**src/axi_wr_pkg.sv**
```systemverilog
`default_nettype none

package axi_wr_pkg;

	// **************************************************
	// bus widths
	// **************************************************
	localparam int ADDR_BITS  = 32;
	localparam int MID_BITS   = 4;  // id as issued by a master.
	localparam int SID_BITS   = 8;  // master index above the master id.
	localparam int LEN_BITS   = 4;
	localparam int SIZE_BITS  = 3;
	localparam int DATA_BITS  = 32;
	localparam int STRB_BITS  = DATA_BITS / 8;
	localparam int REGION_LSB = 16; // address bits above this pick the slave.

	typedef logic [ADDR_BITS-1:0] addr_t;
	typedef logic [MID_BITS-1:0]  mid_t;
	typedef logic [SID_BITS-1:0]  sid_t;
	typedef logic [LEN_BITS-1:0]  len_t;
	typedef logic [SIZE_BITS-1:0] size_t;
	typedef logic [1:0]           burst_t;
	typedef logic [DATA_BITS-1:0] data_t;
	typedef logic [STRB_BITS-1:0] strb_t;
	typedef logic [1:0]           resp_t;

	// **************************************************
	// response codes
	// **************************************************
	localparam resp_t RESP_OKAY   = 2'b00;
	localparam resp_t RESP_DECERR = 2'b11;

	// **************************************************
	// state and select encodings
	// **************************************************
	typedef enum logic [1:0] {
		SEL_S0,
		SEL_S1,
		SEL_DEF
	} slave_sel_e;

	typedef enum logic [1:0] {
		ST_IDLE,
		ST_ADDR,
		ST_DATA
	} wr_state_e;

endpackage

`default_nettype wire

```
**src/axi_aw_if.sv**
```systemverilog
`timescale 1ns/100ps
`default_nettype none

interface axi_aw_if import axi_wr_pkg::*; ();

	sid_t   awid;
	addr_t  awaddr;
	len_t   awlen;
	size_t  awsize;
	burst_t awburst;
	logic   awvalid;
	logic   awready;

	// arbiter side.
	modport src (
		output awid, awaddr, awlen, awsize, awburst, awvalid,
		input  awready
	);

	// slave side.
	modport dst (
		input  awid, awaddr, awlen, awsize, awburst, awvalid,
		output awready
	);

endinterface

`default_nettype wire

```
**src/aw_arbiter.sv**
```systemverilog
`timescale 1ns/100ps
`default_nettype none

module aw_arbiter import axi_wr_pkg::*; (
	input  logic       ACLK,
	input  logic       ARESETn,
	input  mid_t       m0_id,
	input  addr_t      m0_addr,
	input  len_t       m0_len,
	input  size_t      m0_size,
	input  burst_t     m0_burst,
	input  logic       m0_valid,
	output logic       m0_ready,
	input  mid_t       m1_id,
	input  addr_t      m1_addr,
	input  len_t       m1_len,
	input  size_t      m1_size,
	input  burst_t     m1_burst,
	input  logic       m1_valid,
	output logic       m1_ready,
	input  logic       wr_done,
	axi_aw_if.src      aw,
	output logic       grant,
	output slave_sel_e sel,
	output logic       in_data
);

	wr_state_e state;
	wr_state_e state_nxt;
	logic      rr_ptr;
	logic      winner;
	logic      aw_hs;
	addr_t     addr_q;

	// **************************************************
	// round-robin pick and address decode
	// **************************************************
	always_comb begin
		if (m0_valid && m1_valid)
			winner = rr_ptr; // both asking, pointer decides.
		else
			winner = m1_valid;
	end

	always_comb begin
		if (addr_q[ADDR_BITS-1:REGION_LSB] == '0)
			sel = SEL_S0;
		else if (addr_q[ADDR_BITS-1:REGION_LSB] == (ADDR_BITS-REGION_LSB)'(1))
			sel = SEL_S1;
		else
			sel = SEL_DEF; // unmapped region.
	end

	// **************************************************
	// grant state machine
	// **************************************************
	always_comb begin
		case (state)
			ST_IDLE: state_nxt = (m0_valid || m1_valid) ? ST_ADDR : ST_IDLE;
			ST_ADDR: state_nxt = aw_hs ? ST_DATA : ST_ADDR;
			ST_DATA: state_nxt = wr_done ? ST_IDLE : ST_DATA;
			default: state_nxt = ST_IDLE;
		endcase
	end

	always_ff @(posedge ACLK or negedge ARESETn) begin
		if (!ARESETn) begin
			state  <= ST_IDLE;
			grant  <= 1'b0;
			rr_ptr <= 1'b0;
		end else begin
			state <= state_nxt;
			if (state == ST_IDLE && (m0_valid || m1_valid)) begin
				grant  <= winner;
				rr_ptr <= ~winner; // favour the loser next time.
			end
		end
	end

	always_ff @(posedge ACLK) begin
		if (state == ST_IDLE)
			addr_q <= winner ? m1_addr : m0_addr;
	end

	// **************************************************
	// forwarded address channel
	// **************************************************
	assign aw.awid    = {(SID_BITS-MID_BITS)'(grant), grant ? m1_id : m0_id};
	assign aw.awaddr  = addr_q;
	assign aw.awlen   = grant ? m1_len : m0_len;
	assign aw.awsize  = grant ? m1_size : m0_size;
	assign aw.awburst = grant ? m1_burst : m0_burst;
	assign aw.awvalid = (state == ST_ADDR) && (grant ? m1_valid : m0_valid);

	assign aw_hs    = aw.awvalid && aw.awready;
	assign m0_ready = (state == ST_ADDR) && !grant && aw.awready;
	assign m1_ready = (state == ST_ADDR) && grant && aw.awready;
	assign in_data  = (state == ST_DATA);

endmodule

`default_nettype wire

```
**src/w_data_router.sv**
```systemverilog
`timescale 1ns/100ps
`default_nettype none

module w_data_router import axi_wr_pkg::*; (
	input  logic       ACLK,
	input  logic       ARESETn,
	input  data_t      m0_wdata,
	input  strb_t      m0_wstrb,
	input  logic       m0_wlast,
	input  logic       m0_wvalid,
	input  data_t      m1_wdata,
	input  strb_t      m1_wstrb,
	input  logic       m1_wlast,
	input  logic       m1_wvalid,
	output logic       m0_wready,
	output logic       m1_wready,
	input  logic       grant,
	input  slave_sel_e sel,
	input  logic       in_data,
	output data_t      s0_wdata,
	output strb_t      s0_wstrb,
	output logic       s0_wlast,
	output logic       s0_wvalid,
	output data_t      s1_wdata,
	output strb_t      s1_wstrb,
	output logic       s1_wlast,
	output logic       s1_wvalid,
	output data_t      def_wdata,
	output strb_t      def_wstrb,
	output logic       def_wlast,
	output logic       def_wvalid,
	input  logic       s0_wready,
	input  logic       s1_wready,
	input  logic       def_wready,
	output logic       wr_done
);

	data_t wdata;
	strb_t wstrb;
	logic  wlast;
	logic  wvalid;
	logic  wready;
	logic  beat_hs;
	len_t  beat_cnt;

	// granted master's beat.
	assign wdata  = grant ? m1_wdata : m0_wdata;
	assign wstrb  = grant ? m1_wstrb : m0_wstrb;
	assign wlast  = grant ? m1_wlast : m0_wlast;
	assign wvalid = in_data && (grant ? m1_wvalid : m0_wvalid);

	always_comb begin
		case (sel)
			SEL_S0:  wready = s0_wready;
			SEL_S1:  wready = s1_wready;
			default: wready = def_wready;
		endcase
	end

	assign beat_hs   = wvalid && wready;
	assign m0_wready = in_data && !grant && wready;
	assign m1_wready = in_data && grant && wready;

	// payload goes everywhere, valid only to the target.
	assign s0_wdata   = wdata;
	assign s0_wstrb   = wstrb;
	assign s0_wlast   = wlast;
	assign s0_wvalid  = wvalid && (sel == SEL_S0);
	assign s1_wdata   = wdata;
	assign s1_wstrb   = wstrb;
	assign s1_wlast   = wlast;
	assign s1_wvalid  = wvalid && (sel == SEL_S1);
	assign def_wdata  = wdata;
	assign def_wstrb  = wstrb;
	assign def_wlast  = wlast;
	assign def_wvalid = wvalid && (sel == SEL_DEF);

	always_ff @(posedge ACLK or negedge ARESETn) begin
		if (!ARESETn)
			beat_cnt <= '0;
		else if (!in_data)
			beat_cnt <= '0; // cleared between grants.
		else if (beat_hs)
			beat_cnt <= beat_cnt + 1'b1;
	end

	// a burst never runs past sixteen beats, even without wlast.
	assign wr_done = beat_hs && (wlast || beat_cnt == '1);

endmodule

`default_nettype wire

```
**src/b_resp_router.sv**
```systemverilog
`timescale 1ns/100ps
`default_nettype none

module b_resp_router import axi_wr_pkg::*; (
	input  logic  ACLK,
	input  logic  ARESETn,
	input  sid_t  s0_bid,
	input  resp_t s0_bresp,
	input  logic  s0_bvalid,
	output logic  s0_bready,
	input  sid_t  s1_bid,
	input  resp_t s1_bresp,
	input  logic  s1_bvalid,
	output logic  s1_bready,
	input  sid_t  def_bid,
	input  resp_t def_bresp,
	input  logic  def_bvalid,
	output logic  def_bready,
	output mid_t  m0_bid,
	output resp_t m0_bresp,
	output logic  m0_bvalid,
	input  logic  m0_bready,
	output mid_t  m1_bid,
	output resp_t m1_bresp,
	output logic  m1_bvalid,
	input  logic  m1_bready
);

	slave_sel_e cur;
	slave_sel_e lock_src;
	logic       locked;
	sid_t       bid;
	resp_t      bresp;
	logic       bvalid;
	logic       bready;
	logic       to_m1;

	// fixed priority while free.
	always_comb begin
		if (locked)
			cur = lock_src;
		else if (s0_bvalid)
			cur = SEL_S0;
		else if (s1_bvalid)
			cur = SEL_S1;
		else
			cur = SEL_DEF;
	end

	always_comb begin
		case (cur)
			SEL_S0: begin
				bid    = s0_bid;
				bresp  = s0_bresp;
				bvalid = s0_bvalid;
			end
			SEL_S1: begin
				bid    = s1_bid;
				bresp  = s1_bresp;
				bvalid = s1_bvalid;
			end
			default: begin
				bid    = def_bid;
				bresp  = def_bresp;
				bvalid = def_bvalid;
			end
		endcase
	end

	assign to_m1 = (bid[SID_BITS-1:MID_BITS] != '0); // master index.

	assign m0_bid    = bid[MID_BITS-1:0];
	assign m0_bresp  = bresp;
	assign m0_bvalid = bvalid && !to_m1;
	assign m1_bid    = bid[MID_BITS-1:0];
	assign m1_bresp  = bresp;
	assign m1_bvalid = bvalid && to_m1;

	assign bready     = to_m1 ? m1_bready : m0_bready;
	assign s0_bready  = (cur == SEL_S0) && bready;
	assign s1_bready  = (cur == SEL_S1) && bready;
	assign def_bready = (cur == SEL_DEF) && bready;

	// hold the chosen source until its response is taken.
	always_ff @(posedge ACLK or negedge ARESETn) begin
		if (!ARESETn) begin
			locked   <= 1'b0;
			lock_src <= SEL_S0;
		end else begin
			locked   <= bvalid && !bready;
			lock_src <= cur;
		end
	end

endmodule

`default_nettype wire

```
**src/default_slave.sv**
```systemverilog
`timescale 1ns/100ps
`default_nettype none

module default_slave import axi_wr_pkg::*; (
	input  logic  ACLK,
	input  logic  ARESETn,
	axi_aw_if.dst aw,
	input  logic  wlast,
	input  logic  wvalid,
	output logic  wready,
	output sid_t  bid,
	output resp_t bresp,
	output logic  bvalid,
	input  logic  bready
);

	typedef enum logic [1:0] {
		DS_IDLE,
		DS_DATA,
		DS_RESP
	} ds_state_e;

	ds_state_e state;
	ds_state_e state_nxt;
	sid_t      id_q;

	always_comb begin
		case (state)
			DS_IDLE: state_nxt = (aw.awvalid && aw.awready) ? DS_DATA : DS_IDLE;
			DS_DATA: state_nxt = (wvalid && wready && wlast) ? DS_RESP : DS_DATA;
			DS_RESP: state_nxt = bready ? DS_IDLE : DS_RESP;
			default: state_nxt = DS_IDLE;
		endcase
	end

	always_ff @(posedge ACLK or negedge ARESETn) begin
		if (!ARESETn)
			state <= DS_IDLE;
		else
			state <= state_nxt;
	end

	always_ff @(posedge ACLK) begin
		if (aw.awvalid && aw.awready)
			id_q <= aw.awid; // echoed back in the response.
	end

	assign aw.awready = (state == DS_IDLE);
	assign wready     = (state == DS_DATA); // data is dropped.
	assign bvalid     = (state == DS_RESP);
	assign bid        = id_q;
	assign bresp      = RESP_DECERR;

endmodule

`default_nettype wire

```
**src/axi_wr_interconnect.sv**
```systemverilog
`timescale 1ns/100ps
`default_nettype none

module axi_wr_interconnect import axi_wr_pkg::*; (
	input  logic   ACLK,
	input  logic   ARESETn,
	// **************************************************
	// master 0
	// **************************************************
	input  mid_t   m0_awid,
	input  addr_t  m0_awaddr,
	input  len_t   m0_awlen,
	input  size_t  m0_awsize,
	input  burst_t m0_awburst,
	input  logic   m0_awvalid,
	output logic   m0_awready,
	input  data_t  m0_wdata,
	input  strb_t  m0_wstrb,
	input  logic   m0_wlast,
	input  logic   m0_wvalid,
	output logic   m0_wready,
	output mid_t   m0_bid,
	output resp_t  m0_bresp,
	output logic   m0_bvalid,
	input  logic   m0_bready,
	// **************************************************
	// master 1
	// **************************************************
	input  mid_t   m1_awid,
	input  addr_t  m1_awaddr,
	input  len_t   m1_awlen,
	input  size_t  m1_awsize,
	input  burst_t m1_awburst,
	input  logic   m1_awvalid,
	output logic   m1_awready,
	input  data_t  m1_wdata,
	input  strb_t  m1_wstrb,
	input  logic   m1_wlast,
	input  logic   m1_wvalid,
	output logic   m1_wready,
	output mid_t   m1_bid,
	output resp_t  m1_bresp,
	output logic   m1_bvalid,
	input  logic   m1_bready,
	// **************************************************
	// slave 0
	// **************************************************
	output sid_t   s0_awid,
	output addr_t  s0_awaddr,
	output len_t   s0_awlen,
	output size_t  s0_awsize,
	output burst_t s0_awburst,
	output logic   s0_awvalid,
	input  logic   s0_awready,
	output data_t  s0_wdata,
	output strb_t  s0_wstrb,
	output logic   s0_wlast,
	output logic   s0_wvalid,
	input  logic   s0_wready,
	input  sid_t   s0_bid,
	input  resp_t  s0_bresp,
	input  logic   s0_bvalid,
	output logic   s0_bready,
	// **************************************************
	// slave 1
	// **************************************************
	output sid_t   s1_awid,
	output addr_t  s1_awaddr,
	output len_t   s1_awlen,
	output size_t  s1_awsize,
	output burst_t s1_awburst,
	output logic   s1_awvalid,
	input  logic   s1_awready,
	output data_t  s1_wdata,
	output strb_t  s1_wstrb,
	output logic   s1_wlast,
	output logic   s1_wvalid,
	input  logic   s1_wready,
	input  sid_t   s1_bid,
	input  resp_t  s1_bresp,
	input  logic   s1_bvalid,
	output logic   s1_bready
);

	logic       grant;
	slave_sel_e sel;
	logic       in_data;
	logic       wr_done;
	logic       def_wlast;
	logic       def_wvalid;
	logic       def_wready;
	sid_t       def_bid;
	resp_t      def_bresp;
	logic       def_bvalid;
	logic       def_bready;

	axi_aw_if aw_bus ();
	axi_aw_if aw_def (); // default target's view of the address channel.

	aw_arbiter u_aw_arbiter (
		.ACLK     (ACLK),
		.ARESETn  (ARESETn),
		.m0_id    (m0_awid),
		.m0_addr  (m0_awaddr),
		.m0_len   (m0_awlen),
		.m0_size  (m0_awsize),
		.m0_burst (m0_awburst),
		.m0_valid (m0_awvalid),
		.m0_ready (m0_awready),
		.m1_id    (m1_awid),
		.m1_addr  (m1_awaddr),
		.m1_len   (m1_awlen),
		.m1_size  (m1_awsize),
		.m1_burst (m1_awburst),
		.m1_valid (m1_awvalid),
		.m1_ready (m1_awready),
		.wr_done  (wr_done),
		.aw       (aw_bus.src),
		.grant    (grant),
		.sel      (sel),
		.in_data  (in_data)
	);

	// **************************************************
	// address fan-out by decoded target
	// **************************************************
	assign s0_awid    = aw_bus.awid;
	assign s0_awaddr  = aw_bus.awaddr;
	assign s0_awlen   = aw_bus.awlen;
	assign s0_awsize  = aw_bus.awsize;
	assign s0_awburst = aw_bus.awburst;
	assign s0_awvalid = aw_bus.awvalid && (sel == SEL_S0);

	assign s1_awid    = aw_bus.awid;
	assign s1_awaddr  = aw_bus.awaddr;
	assign s1_awlen   = aw_bus.awlen;
	assign s1_awsize  = aw_bus.awsize;
	assign s1_awburst = aw_bus.awburst;
	assign s1_awvalid = aw_bus.awvalid && (sel == SEL_S1);

	assign aw_def.awid    = aw_bus.awid;
	assign aw_def.awaddr  = aw_bus.awaddr;
	assign aw_def.awlen   = aw_bus.awlen;
	assign aw_def.awsize  = aw_bus.awsize;
	assign aw_def.awburst = aw_bus.awburst;
	assign aw_def.awvalid = aw_bus.awvalid && (sel == SEL_DEF);

	always_comb begin
		case (sel)
			SEL_S0:  aw_bus.awready = s0_awready;
			SEL_S1:  aw_bus.awready = s1_awready;
			default: aw_bus.awready = aw_def.awready;
		endcase
	end

	w_data_router u_w_data_router (
		.def_wdata (),
		.def_wstrb (),
		.*
	);

	b_resp_router u_b_resp_router (.*);

	default_slave u_default_slave (
		.ACLK    (ACLK),
		.ARESETn (ARESETn),
		.aw      (aw_def.dst),
		.wlast   (def_wlast),
		.wvalid  (def_wvalid),
		.wready  (def_wready),
		.bid     (def_bid),
		.bresp   (def_bresp),
		.bvalid  (def_bvalid),
		.bready  (def_bready)
	);

endmodule

`default_nettype wire

```
**config.mk**
```make
export PLATFORM = sky130hd
export DESIGN_NAME = axi_wr_interconnect
export DESIGN_NICKNAME = d
export VERILOG_FILES = /design/src/axi_wr_pkg.sv /design/src/axi_aw_if.sv /design/src/aw_arbiter.sv /design/src/w_data_router.sv /design/src/b_resp_router.sv /design/src/default_slave.sv /design/src/axi_wr_interconnect.sv
export SDC_FILE = /design/constraint.sdc
export NUM_CORES = 1
export LEC_CHECK = 0
export ABC_CLOCK_PERIOD_IN_PS = 2350
export BUFFER_PORTS_ARGS = -buffer_cell sky130_fd_sc_hd__buf_2
export CORE_AREA = 2 2 153 155
export CTS_CLUSTER_SIZE = 28
export DETAILED_ROUTE_END_ITERATION = 16
export DIE_AREA = 0 0 155 157
export PLACE_DENSITY_LB_ADDON = 0.25
export RECOVER_POWER = 50
export SLEW_MARGIN = 5
export SYNTH_ARGS = -nofsm -noshare
export SYNTH_HDL_FRONTEND = slang
export SYNTH_HIERARCHICAL = 1
export SYNTH_SLANG_ARGS = --single-unit
```
**constraint.sdc**
```tcl
create_clock -name ACLK -period 2.35 [get_ports ACLK]
set_input_delay 0.3525 -clock ACLK [delete_from_list [all_inputs] [get_ports ACLK]]
set_output_delay 0.3525 -clock ACLK [all_outputs]
set_load 0.05 [all_outputs]
```
; ---- Yosys cells after proc, flatten, opt, wreduce, memory -nomap -nowiden
; Cells that the tools add are included.
[word_totals]
ff_bits = 50
in_bits = 198
output_inout_bits = 196
elab_cells = 95
[op_classes]
add_sub_neg = 1
n_eq_ne = 11
mux = 32
bitwise = 1
reduce_logical = 41
[op_table]
columns = operator, count
row1 = $mux 32, 2
row2 = $logic_and 1x1->1, 30
row3 = $mux 2, 10
row4 = $mux 4, 5
row5 = $eq 16x1->1 const B, 1
row6 = $logic_not 16->1, 1
row7 = $pmux 8 s2, 1
row8 = $pmux 2 s3, 2
row9 = $eq 2x1->1 const B, 4
row10 = $eq 2x2->1 const B, 4
row11 = $logic_not 2->1, 4
row12 = $mux 1, 7
row13 = $pmux 1 s2, 3
row14 = $add 4x1->4 const B, 1
row15 = $eq 4x4->1 const B, 1
row16 = $pmux 2 s2, 1
row17 = $reduce_bool 4->1, 1
row18 = $logic_not 1->1, 3
row19 = $mux 3, 1
row20 = $logic_or 1x1->1, 2
row21 = $ne 2x2->1 const B, 1
row22 = $not 1->1, 1

; ---- Depth between registers and ports, before layout
[logic_depth]
ltp_word = 10
mapped_depth = 8

; ---- Cells and area by module
; Netlist, hierarchy kept.
[by_module_without_submodules]
columns = module, n_inst, cells_per_inst, area_per_inst_um2, seq_area_each_um2
row1 = aw_arbiter, 1, 118, 1815.5, 1061.0
row2 = w_data_router, 1, 144, 1286.2, 100.1
row3 = b_resp_router, 1, 67, 444.2, 75.1
row4 = axi_wr_interconnect, 1, 55, 414.1, 0.0
row5 = default_slave, 1, 21, 359.1, 290.3

; ---- Worst setup path before layout
; No wires, ideal clock.
[synth_path]
path_kind = register to output
from = register u_aw_arbiter.addr_q[27], in the netlist u_aw_arbiter/aw.awaddr[27]
to = output port m0_awready
arrival_ns = 3.189
t_required_ns = 1.997
slack_ns = -1.192
path_stages_with_launch = 7
n_path_buf = 0
path_cell_list = edfxtp_1 -> or4_1 -> nor3_1 -> mux2i_1 -> o21ai_1 -> nand2_1 -> nor3_1
[synth_via]
elab_chain_cells = 6
elab_cells_between_ends = 8
[synth_lines]
columns = element, line
row1 = start: declaration, aw_arbiter.sv:33  ; addr_t addr_q;
row2 = start signal: assignment, aw_arbiter.sv:82  ; addr_q <= winner ? m1_addr : m0_addr;
row3 = $eq 16x1->1, aw_arbiter.sv:48  ; else if (addr_q[ADDR_BITS-1:REGION_LSB] == (ADDR_BITS-REGION_LSB)'(1))
row4 = $mux 2, aw_arbiter.sv:48
row5 = $mux 2 (*), aw_arbiter.sv:46  ; if (addr_q[ADDR_BITS-1:REGION_LSB] == '0)
row6 = via sel[0], axi_wr_interconnect.sv:86  ; slave_sel_e sel;
row7 = $eq 2x1->1 or $logic_not 2->1 (tied branches), axi_wr_interconnect.sv:149  ; case (sel)
row8 = $pmux 1 s2 (*), axi_wr_interconnect.sv:149
row9 = via aw_bus.awready, axi_aw_if.sv:12  ; logic awready;
row10 = $logic_and 1x1->1 (*), aw_arbiter.sv:96  ; assign m0_ready = (state == ST_ADDR) && !grant && aw.awready;
row11 = end: declaration, axi_wr_interconnect.sv:16  ; output logic m0_awready,
; Mark *: on every way through the listed nets, which the timed path passes. The rest lies on a longest branch.

; ---- Final worst setup path
[layout_path]
from = register u_aw_arbiter.addr_q[28], in the netlist u_aw_arbiter/aw.awaddr[28]
to = output port m0_wready
[layout_via]
elab_chain_cells = 6
elab_cells_between_ends = 8
[layout_lines]
columns = element, line
row1 = $eq 16x1->1, aw_arbiter.sv:48
row2 = $mux 2, aw_arbiter.sv:48
row3 = $mux 2 (*), aw_arbiter.sv:46
row4 = via sel[0], axi_wr_interconnect.sv:86
row5 = $eq 2x1->1 or $logic_not 2->1 (tied branches), w_data_router.sv:53  ; case (sel)
row6 = $pmux 1 s2 (*), w_data_router.sv:53
row7 = $logic_and 1x1->1 (*), w_data_router.sv:61  ; assign m0_wready = in_data && !grant && wready;
row8 = end: declaration, axi_wr_interconnect.sv:21  ; output logic m0_wready,
; Marks and branches as above.

==> results_dict.tcl <==
set metrics [dict create \
    dp_hpwl_um 11700 \
    detailed_place.area_um2 6030 \
    run_status "finished, violations left" \
    worstPathArrival_ns 2.41 \
    fin_setup_tns_ns -3.20 \
    drt_iter0_drc 116 \
    rsz0062_at_grt "true" \
    fin_ws_ns -0.409 \
    grt_use_total 0.104 \
    setup_viol 15 \
    nets 900 \
    cts_sinks 53 \
    p_leak_nw 2.93 \
    rows 55 \
    die_h_um 157 \
    startpoint_type "flop" \
    tightest_slew_ns 0.893 \
    yosys_warnings 6 \
    p_per_area_nw_per_um2 980 \
    clk_pin_slew_ns 0.08 \
    syn_area_um2 4320 \
    startpoint "u_aw_arbiter/aw.awaddr[28]" \
    final_design_area_no_fill_um2 6390 \
    violations "setup timing" \
    ys_types 42 \
    hp-class "primary input to flop" \
    final_max_slew_viol_count 0 \
    crit_type "flop to output port" \
    area_growth_pct 47.9 \
    h-tree-depth 2 \
    drt_first_pass_iters 4 \
    syn_area_per_cell_um2 10.7 \
    cts_tree "yes" \
    netlist_instances 405 \
    routed_wirelength_um 14100 \
    gp_congestion 0.679 \
    ctsLongestPathBuffers 2 \
    grt_max_degree 55 \
    required_ns 2.00 \
    grt_pass1_wl_um 20000 \
    min_period_ns 2.76 \
    endpoint_kind "output port" \
    reg2reg_from "u_aw_arbiter/aw.awaddr[28]" \
    path_max_fanout 3 \
    drive_above_1_share 0.718 \
    initial_core_util 0.192 \
    core-area_um2 22500 \
    insertion_delay_ns 0.30 \
    grt_overflow 0 \
    cts_root_buffer "clkbuf_16" \
    antenna_cells 0 \
    ys_seq_area_frac 0.353 \
    dieArea_um2 24300 \
    fin_skew_ns 0.0116 \
    postRouteAntennaNets 0 \
    ys_seq_elements 53 \
    fin_crit_sh 1.17 \
    min-delay-start "m1_awvalid" \
    hold_violations 0 \
    drv_cap 0 \
    vias 3862 \
    relSlewSlack 0.405 \
    portBuffers 387 \
    max_freq_mhz 362 \
    grt_antenna_before_repair 0 \
    ir_drop_v 0.000729 \
    post-route-drc-count 0 \
    fin_util 0.284 \
    cts-buffers-inserted 5 \
    ios 394 \
    wire_per_inst_um 14.3 \
    via_per_inst 3.91 \
    grt_pass1_vias 3737 \
    die-width_um 155 \
]
cell families after synthesis:
family / count (synthesis) / share of synthesized area
other: 2 / 0.00174
flip-flops: 53 / 0.353
XOR/XNOR: 1 / 0.00203
adder cells (fa/ha/maj): 1 / 0.00290
AO/OA/AOI/OAI: 26 / 0.0490
AND/OR/NAND/NOR: 75 / 0.0910
multiplexers: 92 / 0.239
buffers and inverters: 155 / 0.261
worst paths after layout:
| path | to | slack, ns | depth (start not counted) |
|---|---|---|---|
| worst max-delay path | m0_wready | -0.41 | 7 |
| min in group asynchronous | u_b_resp_router/lock_src[0] | 0.67 | 2 |
| worst min register to register | u_default_slave/state[0] | 0.49 | 1 |
| worst max register to register | u_w_data_router/beat_cnt[3] | 0.03 | 8 |
| max in group asynchronous | u_default_slave/state[0] | 1.17 | 2 |
| worst min-delay path | u_aw_arbiter/rr_ptr | 0.29 | 2 |
metal layers:
metal,vias up,share of wire,GRT usage
li1,1881,-,-
met1,1799,0.41,0.136
met2,173,0.51,0.175
met3,9,0.069,0.0245
met4,0,0.010,0.0225
met5,-,0,0
final cells by class:
type                    instances  area [um^2]
clock buffers                   5          125
clock inverters                 3         28.8
fillers                      2414        16100
inverters                       8         31.3
multi-input cells             200         1940
flip-flops and latches         53         1530
well taps                     285          357
repair buffers                433         2380
critical path, cell delays in order, from the launching register on:
cell	delay, ns
edfxtp_1	0.40
or4b_4	0.56
nor3_4	0.27
mux2_4	0.34
o211ai_1	0.16
buf_4	0.18
nor2_4	0.04
buf_6	0.16
state kept, by name (all words and copies together) (netlist names):
signal                    flops
u_aw_arbiter/grant            1
u_aw_arbiter/aw.awaddr       32
u_default_slave/bid           8
u_aw_arbiter/state            2
u_b_resp_router/lock_src      2
u_default_slave/state         2
u_w_data_router/beat_cnt      4
u_b_resp_router/locked        1
u_aw_arbiter/rr_ptr           1
cell usage after synthesis (all sizes together):
cell type / count / area [um^2]
buf: 147 / 1100
mux2: 85 / 961
edfxtp: 40 / 1200
nand2: 18 / 67.6
nor2: 16 / 60.1
dfrtp: 13 / 325
nor3: 10 / 50.1
a31oi: 8 / 50.1
inv: 8 / 30.0
mux2i: 7 / 70.1
nor4: 6 / 37.5
and2: 4 / 25.0
nor2b: 4 / 25.0
nor3b: 4 / 30.0
nand3: 3 / 15.0
o211ai: 3 / 22.5
o21ai: 3 / 26.3
o31ai: 3 / 22.5
a21oi: 2 / 10.0
a311oi: 2 / 17.5
and3b: 2 / 20.0
conb: 2 / 7.51
or3: 2 / 12.5
or4b: 2 / 20.0
a211oi: 1 / 7.51
a21bo: 1 / 10.0
a31o: 1 / 8.76
a32o: 1 / 10.0
and2b: 1 / 7.51
ha: 1 / 12.5
nand2b: 1 / 6.26
o2111ai: 1 / 26.3
or3b: 1 / 8.76
or4: 1 / 7.51
xnor2: 1 / 8.76
per-stage QoR:
stage,hold slack [ns],std cells,total power (W),worst slack (ns)
final,0.289,987,0.00626,-0.409
after global routing,0.305,987,0.00653,-0.518
after CTS,0.280,983,0.00631,-0.441
after detailed placement,0.276,966,0.00542,-0.173
after global placement,0.279,966,0.00543,-0.166
after floorplan,0.0569,408,0.00517,-0.430
power by group:
| part | switching (W) | internal, W |
|---|---|---|
| Sequential | 0.0000485 | 0.00106 |
| Clock | 0.000385 | 0.000410 |
| Combinational | 0.00317 | 0.00119 |
layout by cell type, fill, tap and decap left out, drive strengths merged, types with 5 or more instances in the layout:
| cell type | instances |
|---|---|
| a31oi | 8 |
| buf | 373 |
| clkbuf | 64 |
| conb | 5 |
| dfrtp | 13 |
| edfxtp | 40 |
| inv | 9 |
| mux2 | 85 |
| mux2i | 7 |
| nand2 | 18 |
| nor2 | 16 |
| nor3 | 10 |
| nor4 | 6 |
what timing repair did:
item                       CTS  global route
resized for setup           38            23
pin swaps                    9            11
setup buffers                8             4
hold buffers                 1             0
setup endpoints to repair   23            36
hold endpoints to repair    13             0
Power figures use the tool's default switching activity.
